## config.mk

```make
export PLATFORM = sky130hd
export DESIGN_NAME = ram_rw
export DESIGN_NICKNAME = d
export VERILOG_FILES = /design/src/logic/loader_pkg.sv /design/src/logic/ram_rw.sv
export SDC_FILE = /design/constraint.sdc
export NUM_CORES = 1
export LEC_CHECK = 0
export ABC_AREA = 1
export BUFFER_PORTS_ARGS = -buffer_cell sky130_fd_sc_hd__buf_2
export CAP_MARGIN = 25
export CORE_MARGIN = 2
export CORE_UTILIZATION = 53
export DETAILED_ROUTE_END_ITERATION = 12
export PLACE_DENSITY = 0.81
export SKIP_LAST_GASP = 1
export SYNTH_ARGS = -nofsm -noshare
export SYNTH_HDL_FRONTEND = slang
export SYNTH_SLANG_ARGS = --single-unit
```

## constraint.sdc

```tcl
create_clock -name clk_i -period 2.45 [get_ports clk_i]
set_input_delay 0.3675 -clock clk_i [delete_from_list [all_inputs] [get_ports clk_i]]
set_output_delay 0.3675 -clock clk_i [all_outputs]
set_load 0.02 [all_outputs]
```

## src/logic/loader_pkg.sv

```systemverilog
// ####################
// Shared types and constants of the UART loader. BAUD_DIV is sized for short
// simulations and must be raised for real baud rates.
// ####################

package loader_pkg;

    // ####################
    // Widths
    // ####################
    localparam int XLEN = 32;

    typedef logic [XLEN-1:0]   xlen_t;
    typedef logic [7:0]        byte_t;
    typedef logic [XLEN/8-1:0] byte_en_t;

    // ####################
    // UART and RAM sizing
    // ####################
    localparam int BAUD_DIV  = 8;                    // Clock cycles per serial bit.
    localparam int BAUD_W    = $clog2(BAUD_DIV);
    localparam int RAM_WORDS = 256;
    localparam int RAM_AW    = $clog2(RAM_WORDS);    // Word index is addr[RAM_AW+1:2].

    // ####################
    // Host protocol
    // ####################
    localparam byte_t CMD_WRITE  = 8'h01;
    localparam byte_t CMD_READ   = 8'h02;
    localparam byte_t CMD_RUN    = 8'h03;
    localparam byte_t CMD_HALT   = 8'h04;
    localparam byte_t FAULT_CODE = 8'hFF;

    // Loader side of the RAM.
    typedef struct packed {
        logic     sel;
        xlen_t    addr;
        byte_en_t byte_en;
    } ram_req_t;

    typedef enum logic [2:0] {
        ST_IDLE,
        ST_ADDR,
        ST_WDATA,
        ST_RD_ISSUE,
        ST_RD_SEND,
        ST_FAULT
    } loader_state_e;

endpackage

```

## src/logic/ram_rw.sv

```systemverilog
// ####################
// Host command loader. Reads fetch one RAM word per returned byte, so any
// alignment works. A fault interrupts the command in progress.
// ####################

module ram_rw (
    input  logic                 clk_i,
    input  logic                 rst_n_i,

    input  logic                 cpu_fault_i,

    input  loader_pkg::byte_t    uart_rx_data_i,
    input  logic                 uart_rx_data_vld_i,
    output logic                 uart_rx_data_rdy_o,

    output loader_pkg::byte_t    uart_tx_data_o,
    output logic                 uart_tx_data_vld_o,
    input  logic                 uart_tx_data_rdy_i,

    input  loader_pkg::xlen_t    ram_rd_data_i,
    output loader_pkg::ram_req_t ram_req_o,

    output logic                 cpu_rst_n_o
);

    import loader_pkg::*;

    loader_state_e state;
    xlen_t         addr;
    xlen_t         cur_addr;
    logic [1:0]    byte_idx;
    logic          is_read;
    logic          fault_loaded;    // FAULT_CODE sits in the TX register.
    logic          rx_hs;
    logic          tx_hs;
    byte_t         rd_byte;

    assign rx_hs    = uart_rx_data_vld_i & uart_rx_data_rdy_o;
    assign tx_hs    = uart_tx_data_vld_o & uart_tx_data_rdy_i;
    assign cur_addr = addr + xlen_t'(byte_idx);
    assign rd_byte  = ram_rd_data_i[{cur_addr[1:0], 3'b000} +: 8];

    // Byte intake stops while a response is pending.
    assign uart_rx_data_rdy_o = (state == ST_IDLE) || (state == ST_ADDR) ||
                                (state == ST_WDATA);

    // ####################
    // RAM request
    // ####################
    always_comb begin
        ram_req_o.addr    = cur_addr;
        ram_req_o.sel     = 1'b0;
        ram_req_o.byte_en = '0;
        if (state == ST_WDATA && rx_hs) begin
            ram_req_o.sel     = 1'b1;
            ram_req_o.byte_en = byte_en_t'(1) << cur_addr[1:0];
        end else if (state == ST_RD_ISSUE) begin
            ram_req_o.sel = 1'b1;    // Read only.
        end
    end

    // ####################
    // Command FSM
    // ####################
    always_ff @(posedge clk_i or negedge rst_n_i) begin
        if (!rst_n_i) begin
            state              <= ST_IDLE;
            addr               <= '0;
            byte_idx           <= '0;
            is_read            <= 1'b0;
            fault_loaded       <= 1'b0;
            cpu_rst_n_o        <= 1'b0;    // CPU held until CMD_RUN.
            uart_tx_data_o     <= '0;
            uart_tx_data_vld_o <= 1'b0;
        end else if (cpu_fault_i && state != ST_FAULT) begin
            state        <= ST_FAULT;
            cpu_rst_n_o  <= 1'b0;
            fault_loaded <= 1'b0;
            if (tx_hs) begin
                uart_tx_data_vld_o <= 1'b0;
            end
        end else begin
            case (state)
                ST_IDLE: begin
                    if (rx_hs) begin
                        byte_idx <= '0;
                        case (uart_rx_data_i)
                            CMD_WRITE: begin
                                is_read <= 1'b0;
                                state   <= ST_ADDR;
                            end
                            CMD_READ: begin
                                is_read <= 1'b1;
                                state   <= ST_ADDR;
                            end
                            CMD_RUN:  cpu_rst_n_o <= 1'b1;
                            CMD_HALT: cpu_rst_n_o <= 1'b0;
                            default:  ;    // Unknown byte.
                        endcase
                    end
                end
                ST_ADDR: begin
                    if (rx_hs) begin
                        addr     <= {uart_rx_data_i, addr[XLEN-1:8]};    // LSB first.
                        byte_idx <= byte_idx + 1'b1;
                        if (byte_idx == 2'd3) begin
                            state <= is_read ? ST_RD_ISSUE : ST_WDATA;
                        end
                    end
                end
                ST_WDATA: begin
                    if (rx_hs) begin
                        byte_idx <= byte_idx + 1'b1;
                        if (byte_idx == 2'd3) begin
                            state <= ST_IDLE;
                        end
                    end
                end
                ST_RD_ISSUE: state <= ST_RD_SEND;
                ST_RD_SEND: begin
                    if (!uart_tx_data_vld_o) begin
                        uart_tx_data_o     <= rd_byte;
                        uart_tx_data_vld_o <= 1'b1;
                    end else if (uart_tx_data_rdy_i) begin
                        uart_tx_data_vld_o <= 1'b0;
                        byte_idx           <= byte_idx + 1'b1;
                        state              <= (byte_idx == 2'd3) ? ST_IDLE : ST_RD_ISSUE;
                    end
                end
                ST_FAULT: begin
                    // Let an interrupted response byte finish first.
                    if (!uart_tx_data_vld_o) begin
                        uart_tx_data_o     <= FAULT_CODE;
                        uart_tx_data_vld_o <= 1'b1;
                        fault_loaded       <= 1'b1;
                    end else if (uart_tx_data_rdy_i) begin
                        uart_tx_data_vld_o <= 1'b0;
                        if (fault_loaded) begin
                            state <= ST_IDLE;
                        end
                    end
                end
                default: state <= ST_IDLE;
            endcase
        end
    end

    a_tx_vld_hold: assert property (@(posedge clk_i) disable iff (!rst_n_i)
        uart_tx_data_vld_o && !uart_tx_data_rdy_i |=> uart_tx_data_vld_o);

endmodule

```

Word level (Yosys, flattened, before mapping):

Cells that the tools add are included.

* shifts and indexed selects: 2
* reductions and logical operators: 24
* equality and inequality tests: 30
* mux-type cells: 39
* add/subtract/negate cells: 2
* bitwise gates (word level): 3

Operators by type and width (count)
* 3-bit 2-to-1 mux: 12
* 32-bit by 2-bit adder with 32-bit output: 1
* 32-bit by 6-bit indexed part select with 8-bit output: 1
* 3-bit != test, second input constant: 6
* 3-bit one-hot mux with 6 select lines: 1
* 8-bit by 2-bit == test with 1-bit output, second input constant: 2
* 8-bit 2-to-1 mux: 2
* 8-bit one-hot mux with 2 select lines: 1
* 1-bit 2-to-1 mux: 14
* 2-bit != test, second input constant: 6
* 3-bit by 2-bit != test with 1-bit output, second input constant: 4
* 2-bit nonzero test: 6
* 11-bit AND reduction: 1
* 2-bit 2-to-1 mux: 5
* 8-bit by 1-bit == test with 1-bit output, second input constant: 1
* 8-bit by 3-bit == test with 1-bit output, second input constant: 1
* 4-bit AND reduction: 2
* 3-bit by 2-bit == test with 1-bit output, second input constant: 2
* 3-bit == test, second input constant: 2
* 3-bit by 1-bit != test with 1-bit output, second input constant: 2
* 2-bit one-hot mux with 3 select lines: 1
* 3-bit AND reduction: 2
* 6-bit AND reduction: 1
* 3-bit nonzero test: 2
* 14 further kinds: 22

* output and inout bits: 48
* logic and storage cells: 108
* bits in registers: 49
* input port bits: 45

Depth between registers and ports, before layout:

Gate-level depths: netlist of the first run.

* word-level depth: 7
* mapped depth: 10
* gate-level depth less buffers: 10

Least setup slack after synthesis of the first run:

Ideal clock, no wire load.

* path kind: flip-flop to output port
* from: register byte_idx[0]
* to: output port ram_req_o[2] (netlist bit)
* cell stages (with the launch flop): 5
* buffers on the path: 0
* slack: 0.209 ns
* data arrival time: 1.873 ns
* data required time: 2.082 ns
* path through: dfrtp_1 -> ha_1 -> fa_1 -> inv_1 -> nor3_1

RTL lines
* start, declared: RTL line ram_rw.sv:31 `logic [1:0] byte_idx;`
* start signal, assigned: RTL line ram_rw.sv:105 `byte_idx <= byte_idx + 1'b1;`
* start signal, assigned: RTL line ram_rw.sv:113 `byte_idx <= byte_idx + 1'b1;`
* start signal, assigned: RTL line ram_rw.sv:126 `byte_idx <= byte_idx + 1'b1;`
* end, declared: RTL line ram_rw.sv:21 `output loader_pkg::ram_req_t ram_req_o,`

==> results.sh, run 1 <==
export IMPL_routedWlPerCell_um=13.33
export IMPL_highest_layer="met4"
export IMPL_path_class="flop to output pin"
export IMPL_dieArea_um2=6749
export IMPL_dr_first_iter_drc_count=205
export IMPL_startpoint_type="flop"
export IMPL_syn_to_final_growth_pct=24.16
export IMPL_crit_path_top_delay_cell="dfrtp_1"
export IMPL_totalPowerFinal_mw=4.222
export IMPL_skew_ns=0.006753
export IMPL_syn_num_nets=532
export IMPL_end_kind="output pin"
export IMPL_min_period_ns=2.388
export IMPL_leakagePower_nw=2.069
export IMPL_worstPathRequired_ns=2.08
export IMPL_placed_area_um2=3806
export IMPL_syn_area_um2=3237
export IMPL_fp_dieH_um=82.15
export IMPL_hp_class="primary input to async pin"
export IMPL_grt_remaining_overflow=0
export IMPL_timing_critical_path_arrival_ns=2.02
export IMPL_synth_area_leaders="dfrtp_1, nand2_1, nor2_1"
export IMPL_worst_pin_slew_ns=0.8394
export IMPL_syn_instance_count=483
export IMPL_fin_area_um2=4019
export IMPL_place_ws_ns=0.2140
export IMPL_synth_area_per_cell_um2=6.702
export IMPL_yosysUniqueCellTypes=28
export IMPL_synth_top_cell_area_share_pct=37.88
export IMPL_final_util_pct=67.88
export IMPL_numCtsBuffers=5
export IMPL_grt_antenna_before_repair=0
export IMPL_met2_length_mm=4.285
export IMPL_synth_top_area_cell="dfrtp_1"
export IMPL_path_max_fanout=4
export IMPL_finalWirelength_mm=8.783
export IMPL_clk_pin_slew_worst_paths_ns=0.09
export IMPL_first_pass_iters=5
export IMPL_cts_path_max_buffers=2
export IMPL_final_cells=659
export IMPL_core_area_um2=5921
export IMPL_rsz0062_at_grt="yes"
export IMPL_detail_route_antenna_nets=0
export IMPL_fmax_mhz=418.7
export IMPL_setup_viol=0
export IMPL_synth_edf_count=0
export IMPL_clock_latency_ns=0.31
export IMPL_setup_slack_ns=0.06151
export IMPL_cts_root_buffer="clkbuf_8"
export IMPL_num_vias=3479
export IMPL_nNetsFinal=632
export IMPL_hold_ws_ns=0.04931
export IMPL_maxSlewViolCount=0
export IMPL_vdd_drop_max_v=0.0006636
export IMPL_fin_setup_tns_ns=0
export IMPL_cts_tree="done"
export IMPL_outcome="complete, no violations"
export IMPL_seq_area_frac_synth_pct=37.88
export IMPL_grt_pass1_wl_mm=13.86
export IMPL_crit_path_cell_trace="ha_2 > fa_2 > nand3_4 > nor3_4 > buf_4 > xor2_1 > buf_4"
export IMPL_pin_count=93
export IMPL_rows=28
export IMPL_crit_top_cell="buf_4"
export IMPL_grt_pass1_vias=3082
export IMPL_ys_flop_type="dfrtp_1"
export IMPL_dpl_cell_count=648
export IMPL_reg2regPathDepth=3
export IMPL_cp_slowest_stage_delay_ns=0.43
export IMPL_period_share_pct=97.49
export IMPL_yosys_warnings=0
export IMPL_grt_start_max_net_pins=65
export IMPL_hold_viol_final=0
export IMPL_io_buffers=92
export IMPL_wl_met1_mm=3.988
export IMPL_antenna_cells=0
export IMPL_ys_async_sr_fraction_pct=100.0
export IMPL_track_usage_pct=26.63
export IMPL_cts_hold_buf=0
export IMPL_met3_length_um=423
export IMPL_hpwl_mm=6.837
export IMPL_die_w_um=82.15
export IMPL_h_tree_depth=2
export IMPL_initial_utilization_pct=54.67
export IMPL_powerDensity_nw_per_um2=1050
export IMPL_gp_congestion=0.9207
export IMPL_drt_vias_per_instance=5.279
export IMPL_max_cap_violations=0
export IMPL_layout_drive_gt1_share_pct=22.09
export IMPL_synth_seq_cells=49
export IMPL_cts_sinks=49
export IMPL_slew_headroom_pct=43.93
export IMPL_drc_errors=0
## registers in the layout, indices dropped and copies added, names as in the netlist
name and cells:
cpu_rst_n_o 1, fault_loaded 1, uart_tx_data_vld_o 1, state 3, byte_idx 2, addr 32, uart_tx_data_o 8, is_read 1
## worst max-delay path: cells and delay by family (launching register included)
kind                       cells  cell delay [ns]
and+or+nand+nor                2             0.17
buffers and inverters          2             0.33
xor gates and xnor gates       1             0.18
DFF                            1             0.43
adders and majority gates      2             0.61
## path summary, 6_finish.rpt
| path | startpoint | end | slack [ns] |
|---|---|---|---|
| max | byte_idx[0] | ram_req_o[12] | 0.06 |
| min | rst_n_i | addr[23] | 0.05 |
| max in group asynchronous | rst_n_i | addr[1] | 1.86 |
| max reg2reg | state[1] | addr[23] | 0.31 |
| min in group clk_i | uart_rx_data_i[5] | addr[29] | 0.32 |
| min reg2reg | uart_tx_data_o[6] | uart_tx_data_o[6] | 0.48 |
## routing by layer
layer | vias to the layer above | track usage [%]
li1 | 1750 | -
met1 | 1609 | 37.27
met2 | 111 | 43.74
met3 | 9 | 2.935
met4 | 0 | 7.833
met5 | - | 0
## logic make-up (layout without fill, tap and decap cells)
| family | count (synthesis) | count (layout) | synth area share, % |
|---|---|---|---|
| AOI/OAI and AO/OA | 52 | 52 | 8.466 |
| xor gates and xnor gates | 19 | 19 | 5.141 |
| adders and majority gates | 4 | 4 | 1.778 |
| buffers and inverters | 61 | 162 | 7.615 |
| DFF | 49 | 49 | 37.88 |
| and+or+nand+nor | 298 | 298 | 39.12 |
## cell usage after synthesis, types with 2 or more instances
master   count
inv_4        2
ha_1         3
o21ai_0      6
nand2_1    185
o21ai_1     30
nor3_1      17
dfrtp_1     49
nor2_1      52
a22oi_1      4
nand3_1     26
inv_1       50
a21oi_1     10
xnor2_1      3
buf_2        7
xor2_1      16
nand4_1     11
## what timing repair did
item,in CTS,in global routing
setup endpoints to repair,11,24
cloned,0,0
resized for setup,5,17
pin swaps,1,3
setup buffers,1,2
## power by group
part           internal (mW)  leakage, nW  switching [mW]
logic                  0.736         1.39            1.44
clock network          0.307       0.0554           0.279
registers               1.12        0.627           0.342
total                   2.16         2.07            2.06
## layout make-up
cell class              instances  area [µm²]
well taps                      75       93.84
clock inverters                 2       38.79
repair buffers                101       553.0
flip-flops and latches         49        1226
clock buffers                   6       72.57
inverters                      53       203.9
fillers                       556        1902
multi-input cells             373        1831
## cell usage in the layout (no fill, tap or decap), types with 10 or more instances in the layout
master / count
nand2_1: 183
buf_2: 87
inv_1: 50
dfrtp_1: 49
nor2_1: 47
o21ai_1: 30
nand3_1: 24
nor3_1: 16
xor2_1: 16
buf_4: 13
nand4_1: 11
a21oi_1: 10
Power figures use the tool's default switching activity.
==> inputs of run 2 (changes only) <==
Settings changed: PLACE_DENSITY 0.81 to 0.9.
==> run 2 against run 1 <==
Against the previous run: count of clock-buffer cells in the layout unchanged; cell count is 0.15% higher; flip-flop and latch count is the same; worst hold slack better by 0.066 ns; global-route usage grew 0.062 points; clock power up 0.7%; via count grew 3.2%; critical path type unchanged; critical endpoint is now ram_req_o[31].
==> results.sh, run 2 (same netlist as run 1, synthesis figures left out) <==
export IMPL_cts_sinks=49
export IMPL_slew_headroom_pct=41.95
export IMPL_vdd_drop_max_v=0.0005794
export IMPL_crit_top_cell="nand2_1"
export IMPL_setup_viol=0
export IMPL_maxSlewViolCount=0
export IMPL_cts_hold_buf=0
export IMPL_core_area_um2=5921
export IMPL_first_pass_iters=5
export IMPL_leakagePower_nw=2.084
export IMPL_powerDensity_nw_per_um2=1051
export IMPL_fmax_mhz=413.1
export IMPL_final_common_cell="nand2_1"
export IMPL_skew_ns=0.007559
export IMPL_crit_path_cell_trace="ha_1 > nand2_1 > nand2_1 > nand2_2 > nor2_2 > nand2_1 > xor2_1 > buf_2"
export IMPL_numCtsBuffers=5
export IMPL_initial_utilization_pct=54.67
export IMPL_dr_first_iter_drc_count=321
export IMPL_end_kind="output pin"
export IMPL_hpwl_mm=6.661
export IMPL_grt_remaining_overflow=0
export IMPL_gp_congestion=0.9554
export IMPL_worstPathRequired_ns=2.08
export IMPL_max_cap_violations=0
export IMPL_cts_tree="done"
export IMPL_crit_path_top_delay_cell="dfrtp_2"
export IMPL_rows=28
export IMPL_dpl_cell_count=647
export IMPL_final_cells=660
export IMPL_dieArea_um2=6749
export IMPL_clock_latency_ns=0.31
export IMPL_clk_pin_slew_worst_paths_ns=0.09
export IMPL_layout_drive_gt1_share_pct=22.91
export IMPL_finalWirelength_mm=9.018
export IMPL_hold_viol_final=0
export IMPL_fillers=498
export IMPL_timing_critical_path_arrival_ns=2.05
export IMPL_drc_errors=0
export IMPL_min_period_ns=2.421
export IMPL_fp_dieH_um=82.15
export IMPL_routedWlPerCell_um=13.66
export IMPL_r2r_end="addr[1]"
export IMPL_fin_area_um2=4045
export IMPL_path_buf_inv=1
export IMPL_drt_vias_per_instance=5.439
export IMPL_antenna_cells=0
export IMPL_rr_startpoint="state[1]"
export IMPL_syn_to_final_growth_pct=24.97
export IMPL_path_max_fanout=5
export IMPL_rrSetupSlack_ns=0.27
export IMPL_setup_slack_ns=0.02921
export IMPL_h_tree_depth=2
export IMPL_hold_ws_ns=0.1151
export IMPL_pin_count=93
export IMPL_num_vias=3590
export IMPL_regMostFlops="addr"
export IMPL_worst_pin_slew_ns=0.8691
export IMPL_largest_reg_flops=32
export IMPL_cp_slowest_stage_delay_ns=0.46
export IMPL_placed_area_um2=3786
export IMPL_outcome="complete, no violations"
export IMPL_rsz0062_at_grt="yes"
export IMPL_path_class="flop to output pin"
export IMPL_grt_start_max_net_pins=65
export IMPL_period_share_pct=98.81
export IMPL_grt_pass1_vias=3163
export IMPL_grt_pass1_wl_mm=13.97
export IMPL_place_ws_ns=0.1594
export IMPL_nNetsFinal=633
export IMPL_track_usage_pct=26.69
export IMPL_reg2regPathDepth=3
export IMPL_crit_family="simple AND/OR/NAND/NOR gates"
export IMPL_hp_class="primary input to async pin"
export IMPL_io_buffers=92
export IMPL_detail_route_antenna_nets=0
export IMPL_grt_antenna_before_repair=0
export IMPL_top_regs="addr (32), uart_tx_data_o (8), state (3)"
export IMPL_die_w_um=82.15
export IMPL_cts_root_buffer="clkbuf_8"
export IMPL_most_common_layout_cells="nand2_1, buf_2, inv_1"
export IMPL_startpoint_type="flop"
export IMPL_cts_path_max_buffers=2
==> run 2: cell types whose count changed in the layout (fill, tap and decap cells not counted), sizes merged <==
cell and delta:
buf +1
==> run 2: how the worst max path moves through the flow <==
stage / endpoint / cells past startpoint / start
2_1_floorplan: ram_req_o[2] / 4 / byte_idx[0]
3_3_place_gp: ram_req_o[18] / 8 / byte_idx[0]
3_5_place_dp: ram_req_o[18] / 8 / byte_idx[0]
4_1_cts: ram_req_o[13] / 9 / byte_idx[1]
5_1_grt: ram_req_o[31] / 8 / byte_idx[1]
6_report: ram_req_o[31] / 8 / byte_idx[1]
==> run 2: report_power, final <==
| group | internal, mW | leakage, nW | switching, mW |
|---|---|---|---|
| clock network | 0.307 | 0.0554 | 0.283 |
| logic | 0.746 | 1.40 | 1.45 |
| registers | 1.12 | 0.625 | 0.344 |
| total | 2.17 | 2.08 | 2.08 |
==> run 2: worst reg2reg max path: cells and delay by family, from the launching register on <==
kind             cells  cell delay, ns
AO/OA/AOI/OAI        2            0.86
AND/OR/NAND/NOR      1            0.72
flip-flops           1            0.50
==> run 2: cell type report <==
type                            count  area [µm²]  area share [%]
Multi-Input combinational cell    373        1853           45.81
Inverter                           53       203.9           5.042
Timing Repair Buffer              102       555.5           13.73
Clock inverter                      2       38.79          0.9589
Sequential cell                    49        1227           30.34
Clock buffer                        6       72.57           1.794
Tap cell                           75       93.84           2.320
==> run 2: repair_timing <==
item,in CTS,in global routing
setup buffers,3,2
resized for setup,5,26
setup endpoints to repair,7,24
pin swaps,2,4
==> run 2: through the flow <==
stage / util [%] / setup TNS, ns / power [mW]
6_report: 68.32 / 0 / 4.252
5_1_grt: 68.32 / -0.4098 / 4.584
4_1_cts: 66.53 / -0.03087 / 4.184
3_5_place_dp: 63.95 / 0 / 3.585
3_3_place_gp: 63.95 / 0 / 3.505
2_1_floorplan: - / 0 / 2.898
==> run 2: per-layer routing <==
metal	vias to the layer above	part of all wire [%]	GRT usage, %	wire length, µm
met3	12	7.4	4.565	665
met2	166	49	44.88	4382
met1	1670	43	35.35	3859
met5	-	0	0	0
met4	0	1.2	8.167	110
li1	1742	-	-	-
==> inputs of run 3 (changes only) <==
Settings changed: GPL_TIMING_DRIVEN set to 0.
==> run 3 against run 2 <==
Against the previous run: flip-flop and latch count unchanged; critical path depth rose by 2; sequential power shrank 3%; worst hold slack better by 0.21 ns; register-to-register slack about the same.
==> results.sh, run 3 (same netlist as run 1, synthesis figures left out) <==
export IMPL_outcome="complete, no violations"
export IMPL_regMostFlops="addr"
export IMPL_vdd_drop_max_v=0.0007249
export IMPL_leakagePower_nw=2.113
export IMPL_path_class="flop to output pin"
export IMPL_reg2regPathDepth=8
export IMPL_skew_ns=0.006752
export IMPL_cts_root_buffer="clkbuf_8"
export IMPL_hp_class="primary input to flop"
export IMPL_clock_latency_ns=0.30
export IMPL_fillers=489
export IMPL_final_common_cell="nand2_1"
export IMPL_io_buffers=92
export IMPL_track_usage_pct=26.62
export IMPL_numCtsBuffers=5
export IMPL_critPathLaunch="byte_idx[0]"
export IMPL_totalPowerFinal_mw=4.250
export IMPL_dr_first_iter_drc_count=239
export IMPL_crit_end="ram_req_o[24]"
export IMPL_rows=28
export IMPL_slew_headroom_pct=61.66
export IMPL_timing_critical_path_arrival_ns=2.01
export IMPL_worst_pin_slew_ns=0.5730
export IMPL_min_period_ns=2.376
export IMPL_hold_ws_ns=0.3240
export IMPL_setup_slack_ns=0.07399
export IMPL_max_cap_violations=0
export IMPL_cts_path_max_buffers=2
export IMPL_hold_viol_final=0
export IMPL_end_kind="output pin"
export IMPL_routedWlPerCell_um=13.45
export IMPL_most_common_layout_cells="nand2_1, buf_2, inv_1"
export IMPL_num_vias=3609
export IMPL_layout_drive_gt1_share_pct=23.78
export IMPL_worstPathRequired_ns=2.08
export IMPL_r2r_end="uart_tx_data_o[7]"
export IMPL_syn_to_final_growth_pct=26.21
export IMPL_hpwl_mm=6.768
export IMPL_maxSlewViolCount=0
export IMPL_powerDensity_nw_per_um2=1040
export IMPL_initial_utilization_pct=54.67
export IMPL_fmax_mhz=420.9
export IMPL_core_area_um2=5921
export IMPL_cts_tree="done"
export IMPL_nNetsFinal=641
export IMPL_setup_viol=0
export IMPL_h_tree_depth=2
export IMPL_placed_area_um2=3811
export IMPL_rrSetupSlack_ns=0.27
export IMPL_crit_path_top_delay_cell="dfrtp_1"
export IMPL_grt_start_max_net_pins=41
export IMPL_cts_sinks=49
export IMPL_finalWirelength_mm=8.986
export IMPL_period_share_pct=96.98
export IMPL_detail_route_antenna_nets=0
export IMPL_drt_vias_per_instance=5.403
export IMPL_cp_slowest_stage_delay_ns=0.37
export IMPL_gp_congestion=0.9946
export IMPL_grt_remaining_overflow=0
export IMPL_startpoint_type="flop"
export IMPL_rsz0062_at_grt="yes"
export IMPL_crit_top_cell="nand2_1"
export IMPL_crit_path_cell_trace="ha_2 > fa_2 > nand3_4 > nor3_4 > nand3_2 > inv_2 > nand2_1 > nand2_1 > nand2_1 > buf_2"
export IMPL_die_w_um=82.15
export IMPL_grt_pass1_vias=3155
export IMPL_largest_reg_flops=32
export IMPL_dieArea_um2=6749
export IMPL_place_ws_ns=-0.02808
export IMPL_fp_dieH_um=82.15
export IMPL_top_regs="addr (32), uart_tx_data_o (8), state (3)"
export IMPL_grt_pass1_wl_mm=13.99
export IMPL_drc_errors=0
export IMPL_antenna_cells=0
export IMPL_fin_area_um2=4085
export IMPL_rr_startpoint="byte_idx[0]"
export IMPL_clk_pin_slew_worst_paths_ns=0.09
export IMPL_grt_antenna_before_repair=0
export IMPL_pin_count=93
export IMPL_path_max_fanout=4
export IMPL_first_pass_iters=6
==> run 3: changes by cell type in the layout (fill, tap and decap cells not counted), moves of 2 or more <==
| cell | delta |
|---|---|
| buf_2 | +12 |
| buf_6 | -2 |
| nor2_2 | -2 |
| buf_4 | -4 |
==> run 3: final cells by class <==
class	instances	area, µm²	share of cell area [%]
sequential	49	1227	30.05
multi-input combinational	373	1847	45.21
tap	75	93.84	2.297
clock inverter	2	37.54	0.9188
timing repair buffer	102	550.5	13.48
buffer	8	42.54	1.041
clock buffer	6	82.58	2.021
inverter	53	203.9	4.992
==> run 3: per-stage QoR <==
step	cells	utilization, %	setup TNS (ns)
3_3_place_gp	650	64.03	0
6_report	668	69.00	0
3_5_place_dp	651	64.37	-0.04141
2_1_floorplan	483	-	0
5_1_grt	668	69.00	-0.2285
4_1_cts	663	67.60	-0.09027
==> run 3: how the worst min path moves through the flow <==
stage                                 start                end  slack (ns)  cells past startpoint
final                     uart_rx_data_i[4]           addr[28]        0.32                      3
after global routing      uart_rx_data_i[3]           addr[27]        0.35                      3
after global placement    uart_tx_data_o[7]  uart_tx_data_o[7]        0.45                      2
after CTS                 uart_rx_data_i[4]           addr[28]        0.33                      3
after detailed placement            rst_n_i           addr[31]        0.27                      1
after floorplan                     rst_n_i            addr[0]        0.07                      0
==> run 3: metal layers <==
layer / vias to the layer above / GRT usage [%] / share of wire, %
li1: 1762 / - / -
met1: 1686 / 36.70 / 43
met2: 146 / 44.88 / 49
met3: 15 / 2.935 / 6.1
met4: 0 / 7.000 / 1.4
met5: - / 0 / 0
==> run 3: what timing repair did <==
| action | 4_1_cts | 5_1_grt |
|---|---|---|
| hold buffers | 1 | 0 |
| hold endpoints to repair | 9 | 0 |
| setup buffers | 3 | 5 |
| resized for setup | 9 | 14 |
| pin swaps | 1 | 4 |
| setup endpoints to repair | 15 | 17 |
==> run 3: worst max-delay path: cells and delay by family, from the launching register on <==
| family | cells | cell delay (ns) |
|---|---|---|
| buffers and inverters | 2 | 0.24 |
| adder cells (fa/ha/maj) | 2 | 0.43 |
| AND/OR/NAND/NOR | 6 | 0.67 |
| flip-flops | 1 | 0.37 |
==> run 3: where the power goes <==
group	internal, mW	total, mW	switching [mW]
clock network	0.332	0.610	0.278
registers	1.12	1.42	0.306
logic	0.740	2.22	1.48
total	2.19	4.25	2.06
